### config.mk
export PLATFORM = sky130hd
export DESIGN_NAME = fix_rx_top
export DESIGN_NICKNAME = d
export VERILOG_FILES = /design/src/verilog/fix_rx_pkg.sv /design/src/verilog/fix_header_checker.sv /design/src/verilog/fix_field_capture.sv /design/src/verilog/fix_msg_classifier.sv /design/src/verilog/fix_rx_top.sv
export VERILOG_INCLUDE_DIRS = /design/src /design/src/verilog
export SDC_FILE = /design/constraint.sdc
export NUM_CORES = 1
export LEC_CHECK = 0
export BUFFER_PORTS_ARGS = -buffer_cell sky130_fd_sc_hd__clkbuf_2
export CAP_MARGIN = 20
export CORE_ASPECT_RATIO = 1.75
export CORE_MARGIN = 4
export CORE_UTILIZATION = 50
export DETAILED_ROUTE_END_ITERATION = 6
export PLACE_DENSITY = 0.77
export SYNTH_ARGS = -nofsm -noshare
export SYNTH_HDL_FRONTEND = slang
export SYNTH_SLANG_ARGS = --single-unit
export TNS_END_PERCENT = 20
### constraint.sdc
create_clock -name clk -period 31.4 [get_ports clk]
set_input_delay 7.85 -clock clk [delete_from_list [all_inputs] [get_ports clk]]
set_output_delay 7.85 -clock clk [all_outputs]
set_load 0.05 [all_outputs]
### src/verilog/fix_rx_defines.svh
// widths, FIX tag codes and message-type characters, included by every fix_rx source file
`ifndef FIX_RX_DEFINES_SVH
`define FIX_RX_DEFINES_SVH

// beat and sequence widths
`define FIX_VAL_W 64
`define FIX_TAG_W 32
`define FIX_SEQ_W 27

// "4.4" in the low three bytes of the begin-string value
`define FIX_MAX_VERSION 24'h34_2e_34

// tag numbers as right-justified ASCII
`define FIX_TAG_BEGIN    32'h0000_0038
`define FIX_TAG_BODYLEN  32'h0000_0039
`define FIX_TAG_MSGTYPE  32'h0000_3335
`define FIX_TAG_SEQNUM   32'h0000_3334
`define FIX_TAG_POSSDUP  32'h0000_3433
`define FIX_TAG_SENDER   32'h0000_3439
`define FIX_TAG_SENDTIME 32'h0000_3532
`define FIX_TAG_TARGET   32'h0000_3536
`define FIX_TAG_GAPFILL  32'h0031_3233
`define FIX_TAG_CHECKSUM 32'h0000_3130

// single-character message types
`define FIX_MT_LOGON     8'h41
`define FIX_MT_LOGOUT    8'h35
`define FIX_MT_HEARTBEAT 8'h30
`define FIX_MT_RESEND    8'h32
`define FIX_MT_SEQRESET  8'h34
`define FIX_MT_ORDER     8'h44

// boolean flag value "Y"
`define FIX_YES 8'h59

`endif

### src/verilog/fix_rx_pkg.sv
// shared types of the fix_rx checker, referenced by scoped name from the RTL and testbench
`include "fix_rx_defines.svh"

package fix_rx_pkg;

	typedef logic [`FIX_TAG_W-1:0] tag_t;
	typedef logic [`FIX_VAL_W-1:0] val_t;
	typedef logic [`FIX_SEQ_W-1:0] seq_t;

	// verdict codes, same numbering as the session layer
	typedef enum logic [2:0] {
		ERR_NONE         = 3'd0,
		ERR_SEQ_HIGH     = 3'd1,
		ERR_GARBLED      = 3'd2,
		ERR_BAD_VERSION  = 3'd3,
		ERR_SEQ_LOW      = 3'd4,
		ERR_BAD_MSG_TYPE = 3'd6,
		ERR_TAG_MISSING  = 3'd7
	} fix_err_e;

	typedef enum logic [2:0] {
		CLS_NONE      = 3'd0,
		CLS_LOGON     = 3'd1,
		CLS_HEARTBEAT = 3'd2,
		CLS_RESEND    = 3'd3,
		CLS_LOGOUT    = 3'd4,
		CLS_SEQ_RESET = 3'd5,
		CLS_GAP_FILL  = 3'd6,
		CLS_BUSINESS  = 3'd7
	} fix_class_e;

	typedef enum logic [2:0] {
		HS_BEGIN_TAG, HS_VERSION, HS_BODYLEN_TAG, HS_BODYLEN_VAL, HS_TYPE_TAG, HS_TYPE_VAL, HS_BODY
	} hdr_state_e;

endpackage

### src/verilog/fix_header_checker.sv
// header FSM of fix_rx that checks tag order 8/9/35, the version and the type for fix_rx_top
`timescale 1ns/10ps
`include "fix_rx_defines.svh"

module fix_header_checker (
	input  logic                   clk,
	input  logic                   rst,
	input  logic                   tag_valid_i,
	input  logic                   start_of_message_i,
	input  logic                   end_of_message_i,
	input  fix_rx_pkg::tag_t       tag_i,
	input  logic                   val_valid_i,
	input  fix_rx_pkg::val_t       val_i,
	output logic                   hdr_err_valid_o,
	output fix_rx_pkg::fix_err_e   hdr_err_o,
	output logic                   body_active_o,
	output fix_rx_pkg::fix_class_e hdr_class_o
);

	fix_rx_pkg::hdr_state_e state_q;
	fix_rx_pkg::hdr_state_e state_d;
	fix_rx_pkg::fix_class_e type_class;
	fix_rx_pkg::fix_err_e   err_code;
	logic                   err_fire;

	// only single-character types with empty upper bytes are known
	function automatic fix_rx_pkg::fix_class_e decode_type(input fix_rx_pkg::val_t v);
		fix_rx_pkg::fix_class_e cls;
		cls = fix_rx_pkg::CLS_NONE;
		if (v[`FIX_VAL_W-1:8] == '0) begin
			case (v[7:0])
				`FIX_MT_LOGON:     cls = fix_rx_pkg::CLS_LOGON;
				`FIX_MT_LOGOUT:    cls = fix_rx_pkg::CLS_LOGOUT;
				`FIX_MT_HEARTBEAT: cls = fix_rx_pkg::CLS_HEARTBEAT;
				`FIX_MT_RESEND:    cls = fix_rx_pkg::CLS_RESEND;
				// gap fill is only known once tag 123 is seen
				`FIX_MT_SEQRESET:  cls = fix_rx_pkg::CLS_SEQ_RESET;
				`FIX_MT_ORDER:     cls = fix_rx_pkg::CLS_BUSINESS;
				default:           cls = fix_rx_pkg::CLS_NONE;
			endcase
		end
		return cls;
	endfunction

	assign type_class = decode_type(val_i);
	assign body_active_o = (state_q == fix_rx_pkg::HS_BODY);

	always_comb begin
		state_d = state_q;
		err_fire = 1'b0;
		err_code = fix_rx_pkg::ERR_GARBLED;
		case (state_q)
			// only a start beat leaves idle
			fix_rx_pkg::HS_BEGIN_TAG: begin
				if (tag_valid_i && start_of_message_i) begin
					if (tag_i == `FIX_TAG_BEGIN)
						state_d = fix_rx_pkg::HS_VERSION;
					else
						err_fire = 1'b1;
				end
			end
			fix_rx_pkg::HS_VERSION: begin
				if (val_valid_i && val_i[23:0] > `FIX_MAX_VERSION) begin
					err_fire = 1'b1;
					err_code = fix_rx_pkg::ERR_BAD_VERSION;
				end else if (val_valid_i) begin
					state_d = fix_rx_pkg::HS_BODYLEN_TAG;
				end else if (tag_valid_i) begin
					err_fire = 1'b1;
				end
			end
			fix_rx_pkg::HS_BODYLEN_TAG: begin
				if (tag_valid_i && tag_i == `FIX_TAG_BODYLEN)
					state_d = fix_rx_pkg::HS_BODYLEN_VAL;
				else if (tag_valid_i)
					err_fire = 1'b1;
			end
			// body length value accepted as is
			fix_rx_pkg::HS_BODYLEN_VAL: begin
				if (val_valid_i)
					state_d = fix_rx_pkg::HS_TYPE_TAG;
				else if (tag_valid_i)
					err_fire = 1'b1;
			end
			fix_rx_pkg::HS_TYPE_TAG: begin
				if (tag_valid_i && tag_i == `FIX_TAG_MSGTYPE)
					state_d = fix_rx_pkg::HS_TYPE_VAL;
				else if (tag_valid_i)
					err_fire = 1'b1;
			end
			fix_rx_pkg::HS_TYPE_VAL: begin
				if (val_valid_i && type_class != fix_rx_pkg::CLS_NONE) begin
					state_d = fix_rx_pkg::HS_BODY;
				end else if (val_valid_i) begin
					err_fire = 1'b1;
					err_code = fix_rx_pkg::ERR_BAD_MSG_TYPE;
				end else if (tag_valid_i) begin
					err_fire = 1'b1;
				end
			end
			fix_rx_pkg::HS_BODY: begin
				if (tag_valid_i && end_of_message_i)
					state_d = fix_rx_pkg::HS_BEGIN_TAG;
			end
			default: state_d = fix_rx_pkg::HS_BEGIN_TAG;
		endcase
		// every error drops back to idle
		if (err_fire)
			state_d = fix_rx_pkg::HS_BEGIN_TAG;
	end

	always_ff @(posedge clk) begin
		if (rst) begin
			state_q <= fix_rx_pkg::HS_BEGIN_TAG;
			hdr_err_valid_o <= 1'b0;
		end else begin
			state_q <= state_d;
			hdr_err_valid_o <= err_fire;
		end
	end

	always_ff @(posedge clk) begin
		if (err_fire)
			hdr_err_o <= err_code;
		// class holds through the body for the classifier
		if (state_q == fix_rx_pkg::HS_TYPE_VAL && state_d == fix_rx_pkg::HS_BODY)
			hdr_class_o <= type_class;
	end

	// tag and value beats never share a cycle
	a_beats_exclusive: assert property (@(posedge clk) disable iff (rst)
		!(tag_valid_i && val_valid_i))
		else $error("tag beat and value beat in the same cycle");

endmodule

### src/verilog/fix_field_capture.sv
// body branch of fix_rx, captures session fields and converts the ASCII sequence number
`timescale 1ns/10ps
`include "fix_rx_defines.svh"

module fix_field_capture (
	input  logic             clk,
	input  logic             rst,
	input  logic             tag_valid_i,
	input  logic             val_valid_i,
	input  logic             start_of_message_i,
	input  logic             end_of_message_i,
	input  logic             body_active_i,
	input  logic             checksum_ok_i,
	input  fix_rx_pkg::tag_t tag_i,
	input  fix_rx_pkg::val_t val_i,
	input  fix_rx_pkg::seq_t expected_seq_i,
	output logic             fields_done_o,
	output logic             seq_bad_o,
	output logic             has_seq_o,
	output logic             has_sender_o,
	output logic             has_target_o,
	output logic             has_sendtime_o,
	output logic             poss_dup_o,
	output logic             gap_fill_o,
	output logic             checksum_ok_o,
	output fix_rx_pkg::seq_t seq_num_o,
	output fix_rx_pkg::seq_t expected_seq_o
);

	fix_rx_pkg::tag_t     last_tag;
	logic [`FIX_SEQ_W:0]  seq_conv;
	logic                 val_is_yes;

	// msb is the bad flag, a zero byte after a digit counts as bad
	function automatic logic [`FIX_SEQ_W:0] ascii_to_seq(input fix_rx_pkg::val_t v);
		fix_rx_pkg::seq_t acc;
		logic             bad;
		logic             seen;
		logic [7:0]       ch;
		acc = '0;
		bad = 1'b0;
		seen = 1'b0;
		for (int i = 7; i >= 0; i--) begin
			ch = v[i*8 +: 8];
			if (ch >= 8'h30 && ch <= 8'h39) begin
				seen = 1'b1;
				acc = acc * fix_rx_pkg::seq_t'(10) + {{(`FIX_SEQ_W-8){1'b0}}, ch - 8'h30};
			end else if (ch != 8'h00 || seen) begin
				bad = 1'b1;
			end
		end
		return {bad, acc};
	endfunction

	assign seq_conv = ascii_to_seq(val_i);
	assign val_is_yes = (val_i == {{(`FIX_VAL_W-8){1'b0}}, `FIX_YES});

	// tag of the pending value, end beat has no value after it
	always_ff @(posedge clk) begin
		if (body_active_i && tag_valid_i && !end_of_message_i)
			last_tag <= tag_i;
	end

	always_ff @(posedge clk) begin
		if (rst) begin
			fields_done_o <= 1'b0;
			{seq_bad_o, has_seq_o, has_sender_o, has_target_o} <= '0;
			{has_sendtime_o, poss_dup_o, gap_fill_o} <= '0;
		end else begin
			fields_done_o <= body_active_i && tag_valid_i && end_of_message_i;
			if (start_of_message_i) begin
				{seq_bad_o, has_seq_o, has_sender_o, has_target_o} <= '0;
				{has_sendtime_o, poss_dup_o, gap_fill_o} <= '0;
			end else if (body_active_i && val_valid_i) begin
				case (last_tag)
					`FIX_TAG_SEQNUM: begin
						has_seq_o <= 1'b1;
						seq_bad_o <= seq_conv[`FIX_SEQ_W];
					end
					`FIX_TAG_SENDER:   has_sender_o <= 1'b1;
					`FIX_TAG_TARGET:   has_target_o <= 1'b1;
					`FIX_TAG_SENDTIME: has_sendtime_o <= 1'b1;
					`FIX_TAG_POSSDUP:  poss_dup_o <= val_is_yes;
					`FIX_TAG_GAPFILL:  gap_fill_o <= val_is_yes;
					default: ;
				endcase
			end
		end
	end

	always_ff @(posedge clk) begin
		if (start_of_message_i)
			seq_num_o <= '0;
		else if (body_active_i && val_valid_i && last_tag == `FIX_TAG_SEQNUM)
			seq_num_o <= seq_conv[`FIX_SEQ_W-1:0];
		// session inputs are only valid on the end beat
		if (body_active_i && tag_valid_i && end_of_message_i) begin
			checksum_ok_o <= checksum_ok_i;
			expected_seq_o <= expected_seq_i;
		end
	end

	// messages are at least 7 beats apart
	a_done_single: assert property (@(posedge clk) disable iff (rst)
		fields_done_o |=> !fields_done_o)
		else $error("fields_done on consecutive cycles");

endmodule

### src/verilog/fix_msg_classifier.sv
// verdict stage of fix_rx, merges header errors and captured fields into one result per message
`timescale 1ns/10ps

module fix_msg_classifier (
	input  logic                   clk,
	input  logic                   rst,
	input  logic                   hdr_err_valid_i,
	input  fix_rx_pkg::fix_err_e   hdr_err_i,
	input  fix_rx_pkg::fix_class_e hdr_class_i,
	input  logic                   fields_done_i,
	input  logic                   seq_bad_i,
	input  logic                   has_seq_i,
	input  logic                   has_sender_i,
	input  logic                   has_target_i,
	input  logic                   has_sendtime_i,
	input  logic                   poss_dup_i,
	input  logic                   gap_fill_i,
	input  logic                   checksum_ok_i,
	input  fix_rx_pkg::seq_t       seq_num_i,
	input  fix_rx_pkg::seq_t       expected_seq_i,
	output logic                   result_valid_o,
	output fix_rx_pkg::fix_err_e   error_o,
	output fix_rx_pkg::fix_class_e msg_class_o,
	output fix_rx_pkg::seq_t       seq_num_o
);

	logic                   is_reset;
	logic                   tags_ok;
	logic                   low_excused;
	fix_rx_pkg::fix_err_e   field_err;
	fix_rx_pkg::fix_class_e field_class;

	assign is_reset = (hdr_class_i == fix_rx_pkg::CLS_SEQ_RESET);
	assign tags_ok = has_seq_i && has_sender_i && has_target_i && has_sendtime_i;
	// a plain reset may move the sequence backwards
	assign low_excused = poss_dup_i || (is_reset && !gap_fill_i);

	always_comb begin
		if (!checksum_ok_i || seq_bad_i)
			field_err = fix_rx_pkg::ERR_GARBLED;
		else if (!tags_ok)
			field_err = fix_rx_pkg::ERR_TAG_MISSING;
		else if (seq_num_i < expected_seq_i && !low_excused)
			field_err = fix_rx_pkg::ERR_SEQ_LOW;
		else if (seq_num_i > expected_seq_i)
			field_err = fix_rx_pkg::ERR_SEQ_HIGH;
		else
			field_err = fix_rx_pkg::ERR_NONE;
	end

	assign field_class = (is_reset && gap_fill_i) ? fix_rx_pkg::CLS_GAP_FILL : hdr_class_i;

	always_ff @(posedge clk) begin
		if (rst)
			result_valid_o <= 1'b0;
		else
			result_valid_o <= hdr_err_valid_i || fields_done_i;
	end

	// header errors carry no class and no sequence
	always_ff @(posedge clk) begin
		if (hdr_err_valid_i) begin
			error_o <= hdr_err_i;
			msg_class_o <= fix_rx_pkg::CLS_NONE;
			seq_num_o <= '0;
		end else if (fields_done_i) begin
			error_o <= field_err;
			msg_class_o <= field_class;
			seq_num_o <= seq_num_i;
		end
	end

	// one verdict per message, never back to back
	a_result_single: assert property (@(posedge clk) disable iff (rst)
		result_valid_o |=> !result_valid_o)
		else $error("result_valid on consecutive cycles");

endmodule

### src/verilog/fix_rx_top.sv
// top level of the fix_rx receive checker, wires the header FSM, field capture and classifier
`timescale 1ns/10ps

module fix_rx_top (
	input  logic                   clk,
	input  logic                   rst,
	input  logic                   tag_valid_i,
	input  fix_rx_pkg::tag_t       tag_i,
	input  logic                   val_valid_i,
	input  fix_rx_pkg::val_t       val_i,
	input  logic                   start_of_message_i,
	input  logic                   end_of_message_i,
	input  logic                   checksum_ok_i,
	input  fix_rx_pkg::seq_t       expected_seq_i,
	output logic                   result_valid_o,
	output fix_rx_pkg::fix_err_e   error_o,
	output fix_rx_pkg::fix_class_e msg_class_o,
	output fix_rx_pkg::seq_t       seq_num_o
);

	logic                   hdr_err_valid;
	fix_rx_pkg::fix_err_e   hdr_err;
	fix_rx_pkg::fix_class_e hdr_class;
	logic                   body_active;
	logic                   fields_done;
	logic                   seq_bad;
	logic                   has_seq;
	logic                   has_sender;
	logic                   has_target;
	logic                   has_sendtime;
	logic                   poss_dup;
	logic                   gap_fill;
	logic                   checksum_ok;
	fix_rx_pkg::seq_t       seq_num;
	fix_rx_pkg::seq_t       expected_seq;

	fix_header_checker u_hdr (
		.clk(clk), .rst(rst),
		.tag_valid_i(tag_valid_i), .start_of_message_i(start_of_message_i),
		.end_of_message_i(end_of_message_i), .tag_i(tag_i),
		.val_valid_i(val_valid_i), .val_i(val_i),
		.hdr_err_valid_o(hdr_err_valid), .hdr_err_o(hdr_err),
		.body_active_o(body_active), .hdr_class_o(hdr_class)
	);

	// runs alongside the header FSM, gated by body_active
	fix_field_capture u_cap (
		.clk(clk), .rst(rst),
		.tag_valid_i(tag_valid_i), .val_valid_i(val_valid_i),
		.start_of_message_i(start_of_message_i), .end_of_message_i(end_of_message_i),
		.body_active_i(body_active), .checksum_ok_i(checksum_ok_i),
		.tag_i(tag_i), .val_i(val_i), .expected_seq_i(expected_seq_i),
		.fields_done_o(fields_done), .seq_bad_o(seq_bad), .has_seq_o(has_seq),
		.has_sender_o(has_sender), .has_target_o(has_target), .has_sendtime_o(has_sendtime),
		.poss_dup_o(poss_dup), .gap_fill_o(gap_fill), .checksum_ok_o(checksum_ok),
		.seq_num_o(seq_num), .expected_seq_o(expected_seq)
	);

	fix_msg_classifier u_cls (
		.clk(clk), .rst(rst),
		.hdr_err_valid_i(hdr_err_valid), .hdr_err_i(hdr_err), .hdr_class_i(hdr_class),
		.fields_done_i(fields_done), .seq_bad_i(seq_bad), .has_seq_i(has_seq),
		.has_sender_i(has_sender), .has_target_i(has_target), .has_sendtime_i(has_sendtime),
		.poss_dup_i(poss_dup), .gap_fill_i(gap_fill), .checksum_ok_i(checksum_ok),
		.seq_num_i(seq_num), .expected_seq_i(expected_seq),
		.result_valid_o(result_valid_o), .error_o(error_o),
		.msg_class_o(msg_class_o), .seq_num_o(seq_num_o)
	);

endmodule

==> results of run 1 <==
-- cells in the final DEF (no fill, tap or decap), types with 13 or more instances in the layout --
| cell type | Yosys | routed |
|---|---|---|
| inv_1 | 173 | 173 |
| a211oi_1 | 41 | 41 |
| mux2i_1 | 44 | 44 |
| nor3_1 | 77 | 77 |
| mux2_2 | 18 | 18 |
| and2_1 | 27 | 27 |
| or3_1 | 17 | 17 |
| xnor2_1 | 126 | 126 |
| o21ai_1 | 16 | 16 |
| o21a_1 | 48 | 48 |
| and3_1 | 31 | 31 |
| a21o_1 | 60 | 60 |
| a311oi_1 | 13 | 13 |
| or2_2 | 19 | 19 |
| o21ai_0 | 112 | 112 |
| a21oi_1 | 171 | 170 |
| o211ai_1 | 24 | 24 |
| nand3b_1 | 14 | 14 |
| dfxtp_1 | 70 | 69 |
| edfxtp_1 | 68 | 68 |
| nand4_1 | 41 | 41 |
| o31ai_1 | 13 | 13 |
| nand2b_1 | 28 | 28 |
| ha_1 | 335 | 335 |
| nor4_1 | 27 | 26 |
| buf_4 | 1 | 16 |
| nor2_1 | 236 | 236 |
| fa_1 | 14 | 14 |
| nand3_1 | 89 | 88 |
| nor2b_1 | 34 | 34 |
| nor3b_1 | 13 | 13 |
| o21bai_1 | 20 | 20 |
| a31oi_1 | 24 | 24 |
| xor2_1 | 78 | 78 |
| clkbuf_2 | 0 | 163 |
| clkbuf_16 | 0 | 17 |
| nand2_1 | 162 | 162 |
-- kinds of logic after synthesis --
kind of cell	Yosys count
adder cells (fa/ha/maj)	349
AND/OR/NAND/NOR	882
buffers and inverters	254
AO/OA/AOI/OAI	675
flip-flops	138
multiplexers	63
other	1
XOR/XNOR	205
-- power by group --
group | leakage [nW] | total (mW) | internal [mW] | switching, mW
combinational | 9.12 | 0.176 | 0.0704 | 0.105
clock | 0.306 | 0.212 | 0.134 | 0.0784
sequential | 1.18 | 0.189 | 0.189 | 0.0000654
total | 10.6 | 0.576 | 0.393 | 0.184
-- flip-flops by register name, summed over array words and instances, names as in the netlist, 2 cells and up --
name	cells
u_cap.seq_num_o	27
u_cap.expected_seq_o	27
u_cls.msg_class_o	3
u_hdr.hdr_class_o	3
u_cls.seq_num_o	27
u_hdr.state_q	3
u_cap.last_tag	32
u_hdr.hdr_err_o	2
u_cls.error_o	3
-- path summary, 6_finish.rpt --
path	slack, ps	depth (start not counted)	end	startpoint
worst max-delay path	5330	76	u_cap.seq_num_o[26]	val_i[58]
worst min-delay path	460	2	u_cap.has_sender_o	u_cap.has_sender_o
worst max register to register	28210	15	u_cls.error_o[2]	u_cap.expected_seq_o[1]
worst min register to register	460	2	u_cap.has_sender_o	u_cap.has_sender_o
-- worst register-to-register path: cells and delay by family (launching register included) --
family / cells / cell delay, ps
adder cells (fa/ha/maj): 1 / 250
buffers and inverters: 1 / 70
flip-flops: 1 / 370
AO/OA/AOI/OAI: 12 / 2210
AND/OR/NAND/NOR: 1 / 160
-- cell usage after synthesis, types with 12 or more instances --
cell type,count
o211ai_1,24
nor3_1,77
xor2_1,78
a21o_1,60
edfxtp_1,68
nand4_1,41
fa_1,14
o31a_1,12
mux2_2,18
nand3b_1,14
o31ai_1,13
o21a_1,48
or2_2,19
or3_1,17
and2_1,27
nand2b_1,28
nor2b_1,34
a311oi_1,13
nor3b_1,13
o21bai_1,20
nor2_1,236
nand3_1,89
and3_1,31
clkbuf_1,66
xnor2_1,126
o21ai_0,112
mux2i_1,44
inv_1,173
nand2_1,162
ha_1,335
nor4_1,27
a31oi_1,24
a211oi_1,41
o21ai_1,16
a21oi_1,171
dfxtp_1,70
-- area by class of cell --
| type | instances | area [µm²] | area share (%) |
|---|---|---|---|
| Multi-Input combinational cell | 2179 | 16100 | 71.8 |
| Inverter | 173 | 649 | 2.89 |
| Sequential cell | 138 | 3440 | 15.3 |
| Clock buffer | 18 | 429 | 1.91 |
| Clock inverter | 14 | 193 | 0.858 |
| Tap cell | 544 | 681 | 3.03 |
| Timing Repair Buffer | 180 | 941 | 4.19 |
-- routing by layer --
layer / routed length [µm] / GRT usage [%] / vias to the layer above
li1: - / - / 9726
met1: 21300 / 24.3 / 9432
met2: 33300 / 54.2 / 632
met3: 2400 / 2.70 / 226
met4: 4110 / 17.6 / 0
met5: 0 / 0 / -
==> reports/metrics.cfg, run 1 <==
[global_route]
grt_pass1_wl_um = 97500
grt.total_usage_pct = 26.6
overflow = 0
grt_pass1_vias = 20600
grt_max_degree = 44
antenna_found_initial = 0

[place]
dp_hpwl_um = 51000
gp_congestion = 1.01
port_buffers = 163
dp_cells = 3214
dpl-instance-area_um2 = 21800
pre_cts_ws_ps = 5210

[clock_tree]
cts_tree = yes
cts_num_sinks = 138
cts-resized-gates = 0
cts_setup_buffers = 0
h-tree-depth = 4
clockBufferDepth = 2
cts_buffers = 17
path_clk_slew_ps = 60
cts-root-buf = clkbuf_16
cts-hold-fix-buffers = 0
clkLatencyLatePin_ps = 430

[sta]
rsz0062_at_grt = no
tns_ps = 0
timing.final.max_slew_violations = 0
finClkSkew_ps = 9.94
tightest_slew_ps = 974
hold_slack_ps = 464
slew_headroom_pct = 35.0
fmax_mhz = 38.4
setup_slack_ps = 5330
period_minus_slack_ps = 26070
finalSetupViolCount = 0
finalHoldViolCount = 0
fin_crit_sh_pct = 83.0

[critical_path]
end_kind = flip-flop
critPathRequiredTime_ps = 31690
cp_top_family = adder cells
cp_max_fo = 9
critPathKind = input port to flip-flop
arrival_ps = 26370
slowest_delay_ps = 820
cp_num_buf_inv = 7
start_kind = input port
crit_top_cell = ha_1
slowest_stage = nor4_2

[synth]
synth_async_sr_flop_share_pct = 0
syn_area_per_cell_um2 = 7.98
synth_top_cell_area_share_pct = 20.5
yosys.area_share.simple_pct = 22.3
yosysTopAreaCell = ha_1
ys.warnings.count = 0
ys_seq_elements = 138
syn_area_um2 = 20500
synth_ff_type = dfxtp_1
ys_types = 102
synth_compound_area_share_pct = 22.3
synth_edf_count = 68
synth_xor_area_share_pct = 8.83
ys_seq_area_share_pct = 16.8
synth_top_family_by_area = simple AND/OR/NAND/NOR gates
synthMuxAreaShare_pct = 3.21
synth_area_leaders = ha_1 20%, edfxtp_1 10%, dfxtp_1 6.8%
synth_fa_ha_area_share_pct = 21.8
syn_inst = 2567

[final_layout]
syn2layout_area_growth_pct = 9.58
n_antenna_cell = 0
fin_nets = 3168
postLayoutCellArea_um2 = 22400
n_fill_cell = 3741
final_cells = 3246
final_util_pct = 55.7
drive_above_1_share_pct = 10.8

[die]
rows = 97
die-height_um = 276
initial_core_util_pct = 50.8
die-area_um2 = 44400
coreArea_um2 = 40300
pin_count = 164
fp.dieW_um = 161

[status]
status = complete, no violations

[power_and_ir_drop]
leakagePower_nw = 10.6
total_power_mw = 0.576
vdd_drop_max_mv = 0.0334
power.density_nw_per_um2 = 25.7

[route]
vias = 20000
firstDrtPassIters = 7
drc_errors = 0
routed_via_density = 6.17
avgRoutedWirePerCell_um = 18.8
ant_nets = 0
wl_um = 61100
drt_iter0_markers = 1093

[flow_run]
drv_cap = 0

[min_path]
hold_path_class = flip-flop to flip-flop

(Power assumes the default switching activity.)
==> run 2: changes to the inputs <==
--- a/config.mk
+++ b/config.mk
@@ -12,7 +12,7 @@
 export CORE_MARGIN = 4
 export CORE_UTILIZATION = 50
 export DETAILED_ROUTE_END_ITERATION = 6
-export PLACE_DENSITY = 0.77
+export PLACE_DENSITY = 0.8
 export SYNTH_ARGS = -nofsm -noshare
 export SYNTH_HDL_FRONTEND = slang
 export SYNTH_SLANG_ARGS = --single-unit
==> constraint.sdc (replaced) <==
create_clock -name clk -period 21.1 [get_ports clk]
set_input_delay 5.275 -clock clk [delete_from_list [all_inputs] [get_ports clk]]
set_output_delay 5.275 -clock clk [all_outputs]
set_load 0.05 [all_outputs]
==> reports/metrics.cfg, run 2 (synthesized netlist as in run 1, its figures left out) <==
[status]
failed_checks = DRC
status = finished with violations  ; was complete, no violations

[sta]
rsz0062_at_grt = yes  ; was no
tightest_slew_ps = 1010  ; was 974 ps
finalHoldViolCount = 0  ; unchanged
timing.final.max_slew_violations = 0  ; unchanged
hold_slack_ps = 477  ; was 464 ps
fin_crit_sh_pct = 96.6
finClkSkew_ps = 11.0  ; was 9.94 ps
setup_slack_ps = 714  ; was 5330 ps
period_minus_slack_ps = 20390
slew_headroom_pct = 32.5  ; was 35.0%
finalSetupViolCount = 0  ; unchanged
fmax_mhz = 49.1

[flow_run]
drv_cap = 0  ; unchanged

[global_route]
use_met2_pct = 59.4  ; was 54.2%
use_met1_pct = 25.6  ; was 24.3%
grt-busiest-layer = met2  ; unchanged
grt_util_met3_pct = 3.11  ; was 2.70%
grt_max_degree = 44  ; unchanged
grt_pass1_wl_um = 107000  ; was 97500 µm
overflow = 0  ; unchanged
grt.total_usage_pct = 29.1  ; was 26.6%
grt_pass1_vias = 22800  ; was 20600
antenna_found_initial = 0  ; unchanged

[clock_tree]
clockBufferDepth = 2  ; unchanged
cts-root-buf = clkbuf_16  ; unchanged
h-tree-depth = 4  ; unchanged
cts_tree = yes  ; unchanged
path_clk_slew_ps = 60  ; about the same
cts_num_sinks = 138  ; unchanged
clkLatencyLatePin_ps = 430  ; about the same
cts_buffers = 17  ; unchanged

[route]
vias = 21700  ; was 20000
ant_nets = 0  ; unchanged
drc_errors = 2  ; was 0
routed_via_density = 6.09  ; was 6.17
firstDrtPassIters = 7  ; unchanged
wl_um = 67100  ; was 61100 µm
drt_iter0_markers = 1241  ; was 1093
avgRoutedWirePerCell_um = 18.8  ; about the same

[final_layout]
mostFrequentLayoutCell = buf_4  ; was ha_1
n_antenna_cell = 0  ; unchanged
syn2layout_area_growth_pct = 23.8  ; was 9.58%
final_util_pct = 62.9  ; was 55.7%
drive_above_1_share_pct = 23.2  ; was 10.8%
final_cells = 3571  ; was 3246
largest_register_ffs = 32  ; unchanged
n_fill_cell = 3447  ; was 3741
postLayoutCellArea_um2 = 25400  ; was 22400 µm²
fin_nets = 3493  ; was 3168
layout_common_cells = 342 x buf_4, 327 x ha_1, 235 x nor2_1, 172 x inv_1, 163 x clkbuf_2  ; was 335 x ha_1, 236 x nor2_1, 173 x inv_1, 170 x a21oi_1, 163 x clkbuf_2
regMostFlops = u_cap.last_tag  ; unchanged

[place]
pre_cts_ws_ps = -283  ; was 5210 ps
port_buffers = 163  ; unchanged
gp_congestion = 0.973  ; was 1.01
dp_hpwl_um = 55200  ; was 51000 µm
dpl-instance-area_um2 = 24200  ; was 21800 µm²
dp_cells = 3530  ; was 3214

[die]
coreArea_um2 = 40300  ; unchanged
initial_core_util_pct = 50.8  ; unchanged
die-area_um2 = 44400  ; unchanged
rows = 97  ; unchanged
pin_count = 164  ; unchanged
fp.dieW_um = 161  ; unchanged
die-height_um = 276  ; unchanged

[critical_path]
crit_top_cell = ha_1  ; unchanged
start_kind = input port  ; unchanged
cp_max_fo = 9  ; unchanged
r2r-start = u_cap.expected_seq_o[1]  ; unchanged
critPathKind = input port to flip-flop  ; unchanged
end_kind = flip-flop  ; unchanged
critPathRequiredTime_ps = 21410  ; was 31690 ps
slowest_delay_ps = 530  ; was 820 ps
slowest_stage = or4b_4  ; was nor4_2
crit_start = val_i[60]  ; was val_i[58]
arrival_ps = 20690  ; was 26370 ps

[power_and_ir_drop]
power.density_nw_per_um2 = 34.7  ; was 25.7 nW/µm²
vdd_drop_max_mv = 0.0709  ; was 0.0334 mV
leakagePower_nw = 12.3  ; was 10.6 nW

[min_path]
hold_path_class = flip-flop to flip-flop  ; unchanged
min_from = u_cap.has_sender_o  ; unchanged

[run 2: what timing repair did]
item,CTS,global route
endpoints found under the setup margin,0,8
resized for setup,0,118
setup buffers,0,9
hold buffers,0,0
[run 2: stage by stage]
stage / power (mW) / setup TNS [ps]
2_1_floorplan: 0.474 / 0
3_3_place_gp: 0.562 / 0
3_5_place_dp: 0.572 / -628
4_1_cts: 0.869 / 0
5_1_grt: 0.921 / -206
6_report: 0.880 / 0
[run 2: layer usage]
layer	up-vias	share of wire (%)
li1	10400	-
met1	10200	33
met2	774	55
met3	364	4.3
met4	0	8.1
met5	-	0
[run 2: path summary, 6_finish.rpt]
path | end | slack, ps | depth (start not counted)
setup / recovery | u_cap.seq_num_o[26] | 710 | 74
hold / removal | u_cap.has_sender_o | 480 | 2
setup reg to reg | u_cls.error_o[2] | 17720 | 15
hold reg to reg | u_cap.has_sender_o | 480 | 2
[run 2: final cells by class]
type | count | area [µm²] | area share [%]
tap | 544 | 681 | 2.68
inverter | 173 | 649 | 2.56
clock inverter | 12 | 139 | 0.548
clock buffer | 20 | 458 | 1.81
multi-input combinational | 2179 | 16600 | 65.5
timing repair buffer | 505 | 3380 | 13.3
sequential | 138 | 3440 | 13.6
[run 2: critical path, delay by kind of cell]
family	cells	cell delay (ps)
xor+xnor	9	1480
simple gates	17	3130
compound gates	19	3540
fa+ha+maj	17	5210
buf+inv	9	1210
mux	3	790
[run 2: power breakdown]
| part | switching [mW] | leakage, nW | total, mW | internal [mW] |
|---|---|---|---|---|
| clock | 0.118 | 0.280 | 0.300 | 0.182 |
| sequential | 0.0000880 | 1.18 | 0.281 | 0.281 |
| combinational | 0.170 | 10.9 | 0.299 | 0.129 |
| total | 0.288 | 12.3 | 0.880 | 0.592 |
